## src/verilog/lsu_pkg.sv

```systemverilog
/*
 Shared sizes and types for the byte-banked data memory.
 Only address bits ADDR_BITS-1..0 reach the banks; upper bits are ignored.
 Misaligned accesses wrap inside one 8-byte row, they never carry.
*/
package lsu_pkg;

    // Memory geometry, 1024 rows of 8 bytes
    localparam int XLEN      = 64;
    localparam int NUM_BANKS = 8;
    localparam int ROW_BITS  = 10;
    localparam int ROWS      = 1 << ROW_BITS;
    localparam int ADDR_BITS = ROW_BITS + 3;

    // Width codes, same encoding as funct3[1:0]
    localparam logic [1:0] W_BYTE = 2'd0;
    localparam logic [1:0] W_HALF = 2'd1;
    localparam logic [1:0] W_WORD = 2'd2;
    localparam logic [1:0] W_DBL  = 2'd3;

    typedef enum logic [3:0] {
        LB, LH, LW, LD, LBU, LHU, LWU,
        SB, SH, SW, SD
    } mem_op_e;

    // CLEAR sweeps zeros over every row, SERVE takes CPU requests
    typedef enum logic {
        CLEAR,
        SERVE
    } lsu_state_e;

    typedef struct packed {
        mem_op_e         op;
        logic [XLEN-1:0] addr;
        logic [XLEN-1:0] wdata;
    } mem_req_t;

    // Access width implied by an opcode
    function automatic logic [1:0] op_width(input mem_op_e op);
        case (op)
            LB, LBU, SB: return W_BYTE;
            LH, LHU, SH: return W_HALF;
            LW, LWU, SW: return W_WORD;
            default:     return W_DBL;
        endcase
    endfunction

    // Signed loads only
    function automatic logic op_signed(input mem_op_e op);
        return (op == LB) || (op == LH) || (op == LW);
    endfunction

    function automatic logic op_is_store(input mem_op_e op);
        return (op == SB) || (op == SH) || (op == SW) || (op == SD);
    endfunction

endpackage

```

## src/verilog/clear_counter.sv

```systemverilog
/*
 Row counter for the zeroing sweep.
 Returns to row 0 after the last row so each sweep starts clean.
*/
`timescale 1ns/1ps

module clear_counter (
    input  logic                         clk,
    input  logic                         rst,
    input  logic                         en,
    output logic [lsu_pkg::ROW_BITS-1:0] row,
    output logic                         last
);

    // High while the final row is addressed
    assign last = (row == lsu_pkg::ROW_BITS'(lsu_pkg::ROWS - 1));

    always_ff @(posedge clk) begin
        if (rst) begin
            row <= '0;
        end else if (en) begin
            if (last) begin
                // End of sweep
                row <= '0;
            end else begin
                row <= row + 1'b1;
            end
        end
    end

endmodule

```

## config.mk

```make
export PLATFORM = sky130hd
export DESIGN_NAME = clear_counter
export DESIGN_NICKNAME = d
export VERILOG_FILES = /design/src/verilog/lsu_pkg.sv /design/src/verilog/clear_counter.sv
export SDC_FILE = /design/constraint.sdc
export NUM_CORES = 1
export LEC_CHECK = 0
export ABC_CLOCK_PERIOD_IN_PS = 3500
export BUFFER_PORTS_ARGS = -buffer_cell sky130_fd_sc_hd__buf_2
export CAP_MARGIN = 20
export CORE_AREA = 8 8 45 47
export CTS_CLUSTER_SIZE = 10
export DETAILED_ROUTE_END_ITERATION = 8
export DIE_AREA = 0 0 53 55
export PLACE_DENSITY = 0.71
export SETUP_SLACK_MARGIN = 0.4
export SLEW_MARGIN = 20
export SYNTH_ARGS = -nofsm -noshare
export SYNTH_HDL_FRONTEND = slang
export SYNTH_SLANG_ARGS = --single-unit
```

## constraint.sdc

```tcl
create_clock -name clk -period 3.5 [get_ports clk]
set_clock_uncertainty 0.1 [all_clocks]
set_input_delay 0.875 -clock clk [delete_from_list [all_inputs] [get_ports clk]]
set_output_delay 0.875 -clock clk [all_outputs]
set_load 0.005 [all_outputs]
```

==> run_results.csv <==
group,metric,value,unit
cells_and_area,final_common_cell,"buf_2",
sta,max_freq,408,MHz
detailed_routing,drc,0,
critical_path,cp_slowest_cell,"dfxtp_1",
floorplanning,chipHeight,55,µm
clock_tree,insertion_delay,0.27,ns
critical_path,required,2.52,ns
sta,finalCriticalPeriod,2.45,ns
yosys,syn_nets,59,
global_route,grt.overflow.total,0,
detailed_routing,drt_iter0_drc,16,
cells_and_area,syn_to_final_growth,20.9,%
pwr,switching_power,0.0511,mW
cells_and_area,layout.cells.most_common_list,"buf_2 (13), dfxtp_1 (10), nor2_1 (5), nand2_1 (4), nand3_1 (4)",
run,max_cap_viol_count,0,
cells_and_area,largest_register_ffs,10,
yosys,synthCells,55,
clock_tree,clockBufferDepth,2,
global_route,grt_max_degree,12,
clock_tree,cts_hold_buf,0,
detailed_routing,drt_wl_total,1.14,mm
pwr,swShare,0.241,
sta,relSlewSlack,0.783,
clock_tree,htree_levels,1,
detailed_routing,ant_nets,0,
floorplanning,coreArea,0.00138,mm²
detailed_routing,met3_length,92,µm
global_route,antenna_found_initial,0,
pwr,cellLeakagePower,0.235,nW
pwr,power.density,352,mW/mm²
sta,finalHoldViolCount,0,
pwr,p_clk_frac,0.379,
detailed_routing,met2_length,527,µm
clock_tree,path_clk_slew,0.07,ns
critical_path,critPathTopFamily,"flip-flops",
floorplanning,dieArea,0.00292,mm²
detailed_routing,viasPerCell,5.72,
sta,worst_pin_slew,0.323,ns
placed_design,post-dp-hpwl,840,µm
floorplanning,die_w,53,µm
cells_and_area,top_regs,"row (10)",
detailed_routing,top_layer,"met4",
critical_path,crit_chain,"ha_1 > nand3_1 > nor3_1 > buf_2",
detailed_routing,via_count,492,
cells_and_area,multi_input_area,287,µm²
cells_and_area,nFillCells,137,
yosys,synth_area_per_cell,9.05,µm²
global_route,grt_pass1_wl,1.95,mm
critical_path,crit_buf_inv,1,
yosys,synth_warnings,0,
clock_tree,postCtsSetupBuffers,0,
clock_tree,clock_sinks,10,
yosys,synth_cell_types,26,
sta,hold_slack,0.415,ns
cells_and_area,regArea,200,µm²
sta,finalSetupViolCount,0,
floorplanning,start_util,0.360,
outcome,status,"finished clean",
critical_path,crit_path_max_incr_delay,0.42,ns
pwr,seqPwrFrac,0.562,
floorplanning,io_pins,14,
placed_design,port_buffers,13,
sta,finalCritPeriodShare,0.701,
detailed_routing,wire_per_inst,13.2,µm
critical_path,start_kind,"register",
clock_tree,cts_made_buffers,3,
detailed_routing,m1WireLength,493,µm
pwr,irDropWorstVdd,0.000152,V
yosys,ys_seq_area_frac,0.402,
sta,finalSetupTns,0,ns
placed_design,gp_congestion,0.853,
pwr,p_int,0.161,mW
global_route,grt_pass1_vias,474,
detailed_routing,firstDrtPassIters,4,
clock_tree,root_buffer,"clkbuf_4",
cells_and_area,nNetsFinal,76,
cells_and_area,regMostFlops,"row",
cells_and_area,final_layout_size_suffix_gt1_frac,0.271,
pwr,comb_power_share,0.059,
critical_path,critPathCaptureType,"output port",
clock_tree,cts_tree,"yes",
critical_path,crit_arrival,1.48,ns
cells_and_area,diodes,0,
critical_path,crit_type,"reg -> out",
sta,slew_violations,0,
min_path,min_path_type,"reg -> reg",
clock_tree,ctsResizeCount,0,
sta,rsz0062_at_grt,"false",
yosys,synth.ff_latch_count,10,
critical_path,crit_fanout,5,
floorplanning,row_count,14,
global_route,groute.usage.overall,0.0888,
yosys,syn_area,498,µm²
[power by group through the flow]
stage               logic [mW]  clock network [mW]  registers (mW)
floorplan              0.00634                   0           0.122
global placement        0.0123                   0           0.122
detailed placement      0.0123                   0           0.122
CTS                     0.0125              0.0822           0.119
global route            0.0137              0.0880           0.119
finish                  0.0125              0.0804           0.119
[cells in the mapped netlist (all sizes together)]
master,instances,area share
nand2b,1,0.013
clkbuf,1,0.0075
nand2,4,0.030
a21oi,2,0.020
or4,1,0.015
inv,2,0.015
nand4,3,0.080
nor2,5,0.038
a211oi,1,0.015
o31ai,2,0.030
o21ai,3,0.030
nand3b,2,0.030
a211o,1,0.018
or3,2,0.025
dfxtp,10,0.40
o22ai,1,0.013
nor3,2,0.020
nand3,4,0.040
a32o,1,0.020
ha,1,0.025
a221oi,2,0.048
or2,1,0.013
xor2,3,0.053
[final cells by class]
class / instances / area share
well taps: 16 / 0.0333
multi-input cells: 42 / 0.476
inverters: 2 / 0.0125
repair buffers: 13 / 0.108
flip-flops and latches: 10 / 0.333
clock buffers: 3 / 0.0374
[through the flow]
stage	total power, mW	cells	utilization	setup WS, ns	area (µm²)
floorplan	0.128	55	-	1.53	498
global placement	0.134	83	0.419	1.39	579
detailed placement	0.134	83	0.419	1.33	579
CTS	0.214	86	0.435	1.05	602
global route	0.221	86	0.435	0.911	602
finish	0.212	86	0.435	1.05	602
[cells by family (layout without fill, tap and decap cells)]
group	after synthesis	after routing	synth area share
fa+ha+maj	1	1	0.0251
xor+xnor	3	3	0.0528
simple gates	25	25	0.304
flops	10	10	0.402
compound gates	13	13	0.193
buf+inv	3	18	0.0226
[worst reg2reg max path, stage by stage (launching register included)]
cell	delay, ns
dfxtp_1	0.42
ha_1	0.24
nand3_1	0.18
a211o_1	0.30
a32o_1	0.25
[final timing paths]
path,startpoint,end,slack (ns),cells past startpoint
setup / recovery,row[0],last,1.05,4
hold / removal,row[8],row[8],0.41,2
setup reg to reg,row[0],row[9],1.90,4
hold reg to reg,row[8],row[8],0.41,2
[metal layers]
| metal | track usage | vias up |
|---|---|---|
| met4 | 0.0776 | 0 |
| li1 | - | 239 |
| met5 | 0 | - |
| met3 | 0.0160 | 4 |
| met1 | 0.103 | 222 |
| met2 | 0.139 | 27 |
Power figures use the tool's default switching activity.
