<file path="src/verilog/lsu_pkg.sv">
/*
 Shared sizes and types for the byte-banked data memory.
 Only address bits ADDR_BITS-1..0 reach the banks; upper bits are ignored.
 Misaligned accesses wrap inside one 8-byte row, they never carry.
*/
package lsu_pkg;

    // Memory geometry, 1024 rows of 8 bytes
    localparam int XLEN      = 64;
    localparam int NUM_BANKS = 8;
    localparam int ROW_BITS  = 10;
    localparam int ROWS      = 1 << ROW_BITS;
    localparam int ADDR_BITS = ROW_BITS + 3;

    // Width codes, same encoding as funct3[1:0]
    localparam logic [1:0] W_BYTE = 2'd0;
    localparam logic [1:0] W_HALF = 2'd1;
    localparam logic [1:0] W_WORD = 2'd2;
    localparam logic [1:0] W_DBL  = 2'd3;

    typedef enum logic [3:0] {
        LB, LH, LW, LD, LBU, LHU, LWU,
        SB, SH, SW, SD
    } mem_op_e;

    // CLEAR sweeps zeros over every row, SERVE takes CPU requests
    typedef enum logic {
        CLEAR,
        SERVE
    } lsu_state_e;

    typedef struct packed {
        mem_op_e         op;
        logic [XLEN-1:0] addr;
        logic [XLEN-1:0] wdata;
    } mem_req_t;

    // Access width implied by an opcode
    function automatic logic [1:0] op_width(input mem_op_e op);
        case (op)
            LB, LBU, SB: return W_BYTE;
            LH, LHU, SH: return W_HALF;
            LW, LWU, SW: return W_WORD;
            default:     return W_DBL;
        endcase
    endfunction

    // Signed loads only
    function automatic logic op_signed(input mem_op_e op);
        return (op == LB) || (op == LH) || (op == LW);
    endfunction

    function automatic logic op_is_store(input mem_op_e op);
        return (op == SB) || (op == SH) || (op == SW) || (op == SD);
    endfunction

endpackage

</file>
<file path="src/verilog/lsu_ctrl.sv">
/*
 CLEAR/SERVE controller. CLEAR writes zeros to one row per cycle.
 Strobes while ready is low are dropped without a done.
 done follows every accepted strobe by exactly one cycle.
*/
`timescale 1ns/1ps

module lsu_ctrl (
    input  logic                         clk,
    input  logic                         rst,
    input  logic                         req_strobe,
    input  lsu_pkg::mem_req_t            req,
    input  logic                         clear_start,
    input  logic [lsu_pkg::ROW_BITS-1:0] row,
    input  logic                         last,
    output logic                         count_en,
    output logic                         mem_en,
    output lsu_pkg::mem_req_t            mem_req,
    output logic                         ready,
    output logic                         done
);

    lsu_pkg::lsu_state_e state;
    lsu_pkg::lsu_state_e state_nxt;
    lsu_pkg::mem_req_t   clear_req;
    logic                accept;

    assign ready  = (state == lsu_pkg::SERVE);
    assign accept = req_strobe & ready;

    // Sweep runs one row per cycle for the whole of CLEAR
    assign count_en = (state == lsu_pkg::CLEAR);

    // SD of zero to the counter's row
    always_comb begin
        clear_req       = '0;
        clear_req.op    = lsu_pkg::SD;
        clear_req.addr[lsu_pkg::ADDR_BITS-1:3] = row;
    end

    // Sweep writes override the CPU side
    assign mem_en  = count_en | accept;
    assign mem_req = count_en ? clear_req : req;

    always_comb begin
        state_nxt = state;
        case (state)
            lsu_pkg::CLEAR: begin
                // Last row goes out this cycle
                if (last) begin
                    state_nxt = lsu_pkg::SERVE;
                end
            end
            lsu_pkg::SERVE: begin
                if (clear_start) begin
                    state_nxt = lsu_pkg::CLEAR;
                end
            end
            default: state_nxt = lsu_pkg::CLEAR;
        endcase
    end

    always_ff @(posedge clk) begin
        if (rst) begin
            state <= lsu_pkg::CLEAR;
            done  <= 1'b0;
        end else begin
            state <= state_nxt;
            done  <= accept;
        end
    end

endmodule

</file>
<file path="config.mk">
export PLATFORM = sky130hd
export DESIGN_NAME = lsu_ctrl
export DESIGN_NICKNAME = d
export VERILOG_FILES = /design/src/verilog/lsu_pkg.sv /design/src/verilog/lsu_ctrl.sv
export SDC_FILE = /design/constraint.sdc
export NUM_CORES = 1
export LEC_CHECK = 0
export BUFFER_PORTS_ARGS = -buffer_cell sky130_fd_sc_hd__buf_2
export CORE_AREA = 5 5 107 109
export DETAILED_ROUTE_END_ITERATION = 6
export DIE_AREA = 0 0 112 114
export GPL_TIMING_DRIVEN = 0
export SYNTH_ARGS = -nofsm -noshare
export SYNTH_HDL_FRONTEND = slang
export SYNTH_SLANG_ARGS = --single-unit
</file>
<file path="constraint.sdc">
create_clock -name clk -period 0.9 [get_ports clk]
set_input_delay 0.09 -clock clk [delete_from_list [all_inputs] [get_ports clk]]
set_output_delay 0.09 -clock clk [all_outputs]
set_load 0.05 [all_outputs]
</file>
==> metrics, run 1 <==
CTS Root Cell=clkbuf_8; cell mode on critical path=buf_12; number of antenna violations at the first check in global routing=0; Clock Sink Count=2; synthesized cell area=1060 µm²; drt initial violations=37; synth top area cells=and2_1 (71%), mux2_4 (7.1%), mux2_2 (5.3%); I/O pins=283; via count=between 2000 and 2500; largest family of logic cells by synthesized area=simple AND/OR/NAND/NOR gates; total power=between 3 and 4 mW; FP Rows=38; CP arrival=1300 ps; Critical Path End Type=output port; RSZ-0062 raised after global routing=true; top_reg_cell synth=dfxtp_1; hpwl dp=7500 µm; Placement Setup Slack=-392 ps; port bufs=approximately 280; worst setup path category=flip-flop to output port; Syn. warnings=0; Die Height=114 µm; status=finished, violations left; top cells by count, synth=and2_1 (120), buf_2 (10), mux2_2 (5), mux2_4 (5), nand2b_1 (5); ant diodes=0; Post-route DRC=0; Fin Clk Skew=roughly 4.8 ps; ratio of cells with drive above 1 in the final layout=98.7%; setup ws final=-491 ps; first-pass GRT wire length=roughly 12000 µm; Worst Setup SP=ready; gr ovfl total=0; XOR/XNOR Fraction of Synth Area=0%; Syn Area/Cell=6.79 µm²; CTS H-tree depth=1; Total Wirelength=between 9000 and 10000 µm; Bufs on Longest Clock Path=2; critical-path cell list=buf_12, buf_12, buf_4, and2_4, buf_6; setup TNS=-54330 ps; Gate Count Post-Synth=156; DIE AREA=around 13000 µm²; clk slew on worst S/H paths=30 ps; First-pass DRT Iterations=4; max-slew violations=0; width of the die=112 µm; CP Launch Type=flip-flop; top-area cell type share of the netlist area=a little under three quarters; fin crit share=155%; final hold slack=slightly above 50 ps; Hold Crit Start=rst; Distinct cells, synth=13; fraction of registers with async set or reset after synthesis=0%; Seq cells post-synth=2; Tmin final=1390 ps; worst-margin pin slew=approximately 250 ps; # nets final=a little under 600; Power Density=around 850 nW/µm²; hold_buf cts=0; wire per inst=between 15 and 20 µm; largest net degree at the start of global routing=11; failing checks=setup timing; Post-Synth Simple-Gate Area=approximately three quarters; final setup vio count=approximately 140; HP Class=input port to flip-flop; maxcap violations=0; Synth Area in Adders=0%; Reg2Reg Setup Slack=0 ps; clock latency on the worst-skew pair=between 200 and 250 ps; leakage power=2.20 nW; Crit-path slowest cell=dfxtp_4; Synth Net Count=about 300; Area Growth Syn to Fin=281%; largest area contributor in the netlist=and2_1; initial core utilization=between 10 and 15%; Vias/cell=around 3.8; critical-path maximum fanout=10; compound-cell area share of the yosys netlist=less than 1%; Slew headroom=between 80% and 90%; post-synthesis sequential area ratio=3.78%; CP max stage delay=between 300 and 400 ps; Worst R2R Start=ready; number of flops mapped to enable cells by yosys=0; total CTS buffers=3; GRT Overall Usage=between 10% and 20%; core area=10500 µm²; vias in the first global route=2405; Final Hold Vio Count=0; GP Congestion=a little under 0.9; Fmax=~720 MHz; most repeated cell in the gate-level netlist after synthesis=and2_1; Max VDD drop=roughly 0.00080 V; ANT nets after route=0; worst path required time=approximately 810 ps; mux share of post-synthesis cell area=approximately 12%; final core occ=38.4%; Filler cells=1005; TritonCTS clock tree=yes
layout make-up:
class,instances,area [µm²],area share (%)
Sequential cell,2,43.8,1.09
Inverter,1,7.51,0.186
Multi-Input combinational cell,138,1230,30.5
Timing Repair Buffer,289,2350,58.3
Tap cell,140,175,4.34
Clock buffer,4,45.0,1.12
Buffer,15,181,4.50
flip-flops by register name, indices dropped and copies added (netlist names):
register and count:
ready 1, done 1
where the power goes:
part           switching (mW)  internal [mW]  total, mW  leakage, nW
Clock                  0.0766          0.301      0.377       0.0228
Sequential            0.00465         0.0936     0.0983       0.0170
Combinational            1.66           1.30       2.96         2.16
path summary, 6_finish.rpt:
path | cells past startpoint | endpoint
worst min-delay path | 2 | ready
worst max register to register | 4 | done
worst min register to register | 3 | ready
worst max-delay path | 5 | mem_req[0]
per-stage QoR:
step                      instance area (µm²)  cells
after floorplan                          1350    156
after global placement                   2940    578
after global routing                     4030    589
final                                    4030    589
after detailed placement                 2940    578
after CTS                                3620    585
cell families (layout without fill, tap and decap cells):
logic type / count (synthesis) / count (layout)
AO/OA/AOI/OAI: 1 / 1
AND/OR/NAND/NOR: 127 / 127
buffers and inverters: 16 / 309
multiplexers: 10 / 10
flip-flops: 2 / 2
critical path, delay by kind of cell, from the launching register on:
family	cells	cell delay (ps)
flops	1	340
buf+inv	4	590
simple gates	1	150
metal layers:
layer / wire (µm) / track usage, % / up-vias
met2: 5170 / 24.7 / 162
met1: 2920 / 11.9 / 1006
met4: 146 / 1.76 / 0
met3: 843 / 2.86 / 8
met5: 0 / 0 / -
li1: - / - / 1050
layout by cell type (no fill, tap or decap), types with 2 or more instances in the layout:
cell type,count
buf_12,2
clkbuf_8,4
buf_4,20
and2_2,19
buf_2,148
buf_8,25
and2_4,101
nand2b_1,2
mux2_4,5
nand2b_4,3
buf_6,107
mux2_2,5
timing repair:
action	4_1_cts	5_1_grt
gates resized for setup	209	108
pin swaps	0	0
endpoints found under the setup margin	137	137
gates cloned	0	0
setup buffers	3	4
(Power assumes the default switching activity.)
==> inputs of run 2 (changes only) <==
- ABC_AREA: unset -> 1
==> run 2 against run 1 <==
Sequential power is 0.4% lower. The flow still finishes with violations (setup timing). Highest routed layer unchanged. Clock power is 2% lower. Worst setup slack worse by 51 ps. Sequential cell count stayed put.
==> metrics, run 2 <==
register share of total power=2.3% (-0.6 points); Max VDD drop=0.000477 V (-40%); worst path required time=810 ps (about the same); # nets final=739 (+24%); Clock Power Share=8.8% (-2.2 points); Syn Area/Cell=4.14 µm² (-39%); top cells by count, synth=nand2_1 (153), inv_1 (122), buf_6 (8); GP Congestion=0.769 (-13%); Post-route DRC=0 (unchanged); fin crit share=160% (+5.6 points); TritonCTS clock tree=yes; worst setup path category=flip-flop to output port; first-pass GRT wire length=13500 µm (+9.4%); hpwl dp=6940 µm (-7.5%); number of antenna violations at the first check in global routing=0 (unchanged); CTS H-tree depth=1 (unchanged); Seq cells post-synth=2 (unchanged); fraction of registers with async set or reset after synthesis=0% (unchanged); final non-filler cell area=4920 µm² (+22%); Fmax=694 MHz (-3.5%); Post-Layout Cell Count=731 (+24%); Sw Pwr=2.38 mW (+37%); status=finished, violations left; core area=10500 µm² (unchanged); leakage power=2.26 nW (+2.8%); FF-to-FF path depth=6 (+2); Distinct cells, synth=8 (-5); total CTS buffers=3 (unchanged); FP Rows=38 (unchanged); Total Wirelength=9470 µm (+4.3%); CP max stage delay=340 ps (about the same); CP arrival=1350 ps (+50 ps); Filler cells=969 (-3.6%); width of the die=112 µm (unchanged); Final Hold Vio Count=0 (unchanged); register area=43.8 µm² (unchanged); most repeated cell in the gate-level netlist after synthesis=nand2_1; largest net degree at the start of global routing=11 (unchanged); commonest non-fill, non-tap cell in the layout=buf_2; critical-path cell list=buf_12, buf_12, clkbuf_16, nand2_4, clkinvlp_4, buf_8; failing checks=setup timing; CTS Root Cell=clkbuf_8; WHS Path Cells=2 (unchanged); Gate Count Post-Synth=299 (+92%); family with the most delay on the worst path=buffers and inverters; ratio of cells with drive above 1 in the final layout=91.9% (-6.8 points); final setup vio count=137 (+0.74%); WHS Endpoint=done; clock latency on the worst-skew pair=210 ps (about the same); RR Endpoint=ready; clk slew on worst S/H paths=30 ps (about the same); First-pass DRT Iterations=3 (-1); largest area contributor in the netlist=nand2_1; top_reg_cell synth=dfxtp_1; drt initial violations=63 (+70%); Combinational Power Share=88.8% (+2.6 points); Synth Net Count=446 (+47%); dpl cell area=3460 µm² (+18%); GRT Overall Usage=12.5% (+0.70 points); Fin Clk Skew=5.61 ps (+0.770 ps); HP Class=input port to flip-flop; Power Density=850 nW/µm² (-0.21%); Placed Cells incl. Taps=721 (+25%); gr ovfl total=0 (unchanged); Area Growth Syn to Fin=297%; number of flops mapped to enable cells by yosys=0 (unchanged); Critical Path End Type=output port; ant diodes=0 (unchanged); wire per inst=13.0 µm (-16%); maxcap violations=0 (unchanged); most frequent cells in the layout=buf_2 (148), clkinvlp_4 (120), nand2_2 (57); synthesized cell area=1240 µm² (+17%); worst-margin pin slew=262 ps (+8.74 ps); DIE AREA=12800 µm² (unchanged); Crit-path slowest cell=dfxtp_4; Worst R2R Start=ready; Vias/cell=3.69 (-2.4%); ANT nets after route=0 (unchanged); I/O pins=283 (unchanged); CP Launch Type=flip-flop; Slew headroom=82.7% (-0.58 points); max-slew violations=0 (unchanged); via count=2695 (+21%); cell mode on critical path=buf_12; area of the multi-input gates=1160 µm² (-5.6%); port bufs=282 (unchanged); Worst Path Buf+Inv=5 (+1); Clock Sink Count=2 (unchanged); Reg2Reg Setup Slack=-140 ps (-140 ps); Bufs on Longest Clock Path=2 (unchanged); synth top area cells=nand2_1 (46%), inv_1 (37%), buf_6 (7.3%); Sw Ratio=57.0% (+6.4 points); Die Height=114 µm (unchanged); top-area cell type share of the netlist area=46.4% (-24 points); Hold Crit Start=rst; initial core utilization=11.8% (+1.7 points); post-synthesis sequential area ratio=3.24% (-0.54 points); Syn. warnings=0 (unchanged); Int Power=1.80 mW (+6.0%); vias in the first global route=2791 (+16%); critical-path maximum fanout=9 (-1); Tmin final=1440 ps (+50.6 ps); RSZ-0062 raised after global routing=true; setup ws final=-541 ps (-50.6 ps)
run 2: cell types whose count changed in the layout (fill, tap and decap cells not counted), sizes merged, moves of 7 or more:
| cell | before | now |
|---|---|---|
| nand2 | 1 | 153 |
| and2 | 120 | 0 |
| clkinvlp | 1 | 120 |
| mux2 | 10 | 0 |
| buf | 302 | 295 |
| clkbuf | 6 | 13 |
run 2: cells by family after synthesis:
| family | count (synthesis) | synth area share, % |
|---|---|---|
| flops | 2 | 3.24 |
| simple gates | 159 | 48.8 |
| buf+inv | 138 | 47.9 |
run 2: power groups by stage:
stage | logic [mW] | registers (mW) | clock network [mW]
floorplan | 2.04 | 0.116 | 0
global placement | 2.79 | 0.0974 | 0
detailed placement | 2.79 | 0.0975 | 0
CTS | 3.40 | 0.0972 | 0.376
global route | 3.90 | 0.0986 | 0.389
finish | 3.71 | 0.0979 | 0.370
run 2: stage by stage:
step	utilization [%]	total power, mW	setup TNS (ps)	hold WS, ps	setup slack [ps]
after detailed placement	32.9	2.89	-44750	280	-432
after global routing	46.8	4.39	-68330	65.0	-575
after global placement	32.9	2.89	-45500	272	-444
after CTS	42.3	3.87	-62040	65.4	-498
final	46.8	4.18	-61580	61.0	-541
after floorplan	-	2.16	-35490	162	-323
run 2: area by class of cell:
| class | instances | share of cell area (%) |
|---|---|---|
| plain buffers | 16 | 4.99 |
| repair buffers | 288 | 47.6 |
| clock buffers | 4 | 0.916 |
| well taps | 140 | 3.56 |
| multi-input cells | 159 | 23.6 |
| flip-flops and latches | 2 | 0.890 |
| inverters | 122 | 18.5 |
run 2: per-layer routing:
metal	global-route usage [%]	wire [µm]
met3	5.25	1180
met4	1.60	104
met1	13.3	3150
met2	23.9	5040
met5	0	0
run 2: timing repair:
item / in CTS / in global routing
gates resized for setup: 313 / 87
buffers inserted: 1 / 0
pin swaps: 1 / 0
hold buffers: 0 / 0
gates cloned: 0 / 5
endpoints found under the setup margin: 135 / 137
run 2: how the worst max path moves through the flow:
stage | start | endpoint | slack, ps | depth (start not counted)
5_1_grt | ready | mem_req[117] | -570 | 6
6_report | ready | mem_req[117] | -540 | 6
3_3_place_gp | ready | mem_req[56] | -440 | 6
2_1_floorplan | ready | mem_req[100] | -320 | 5
3_5_place_dp | ready | mem_req[56] | -430 | 6
4_1_cts | ready | mem_req[63] | -500 | 6
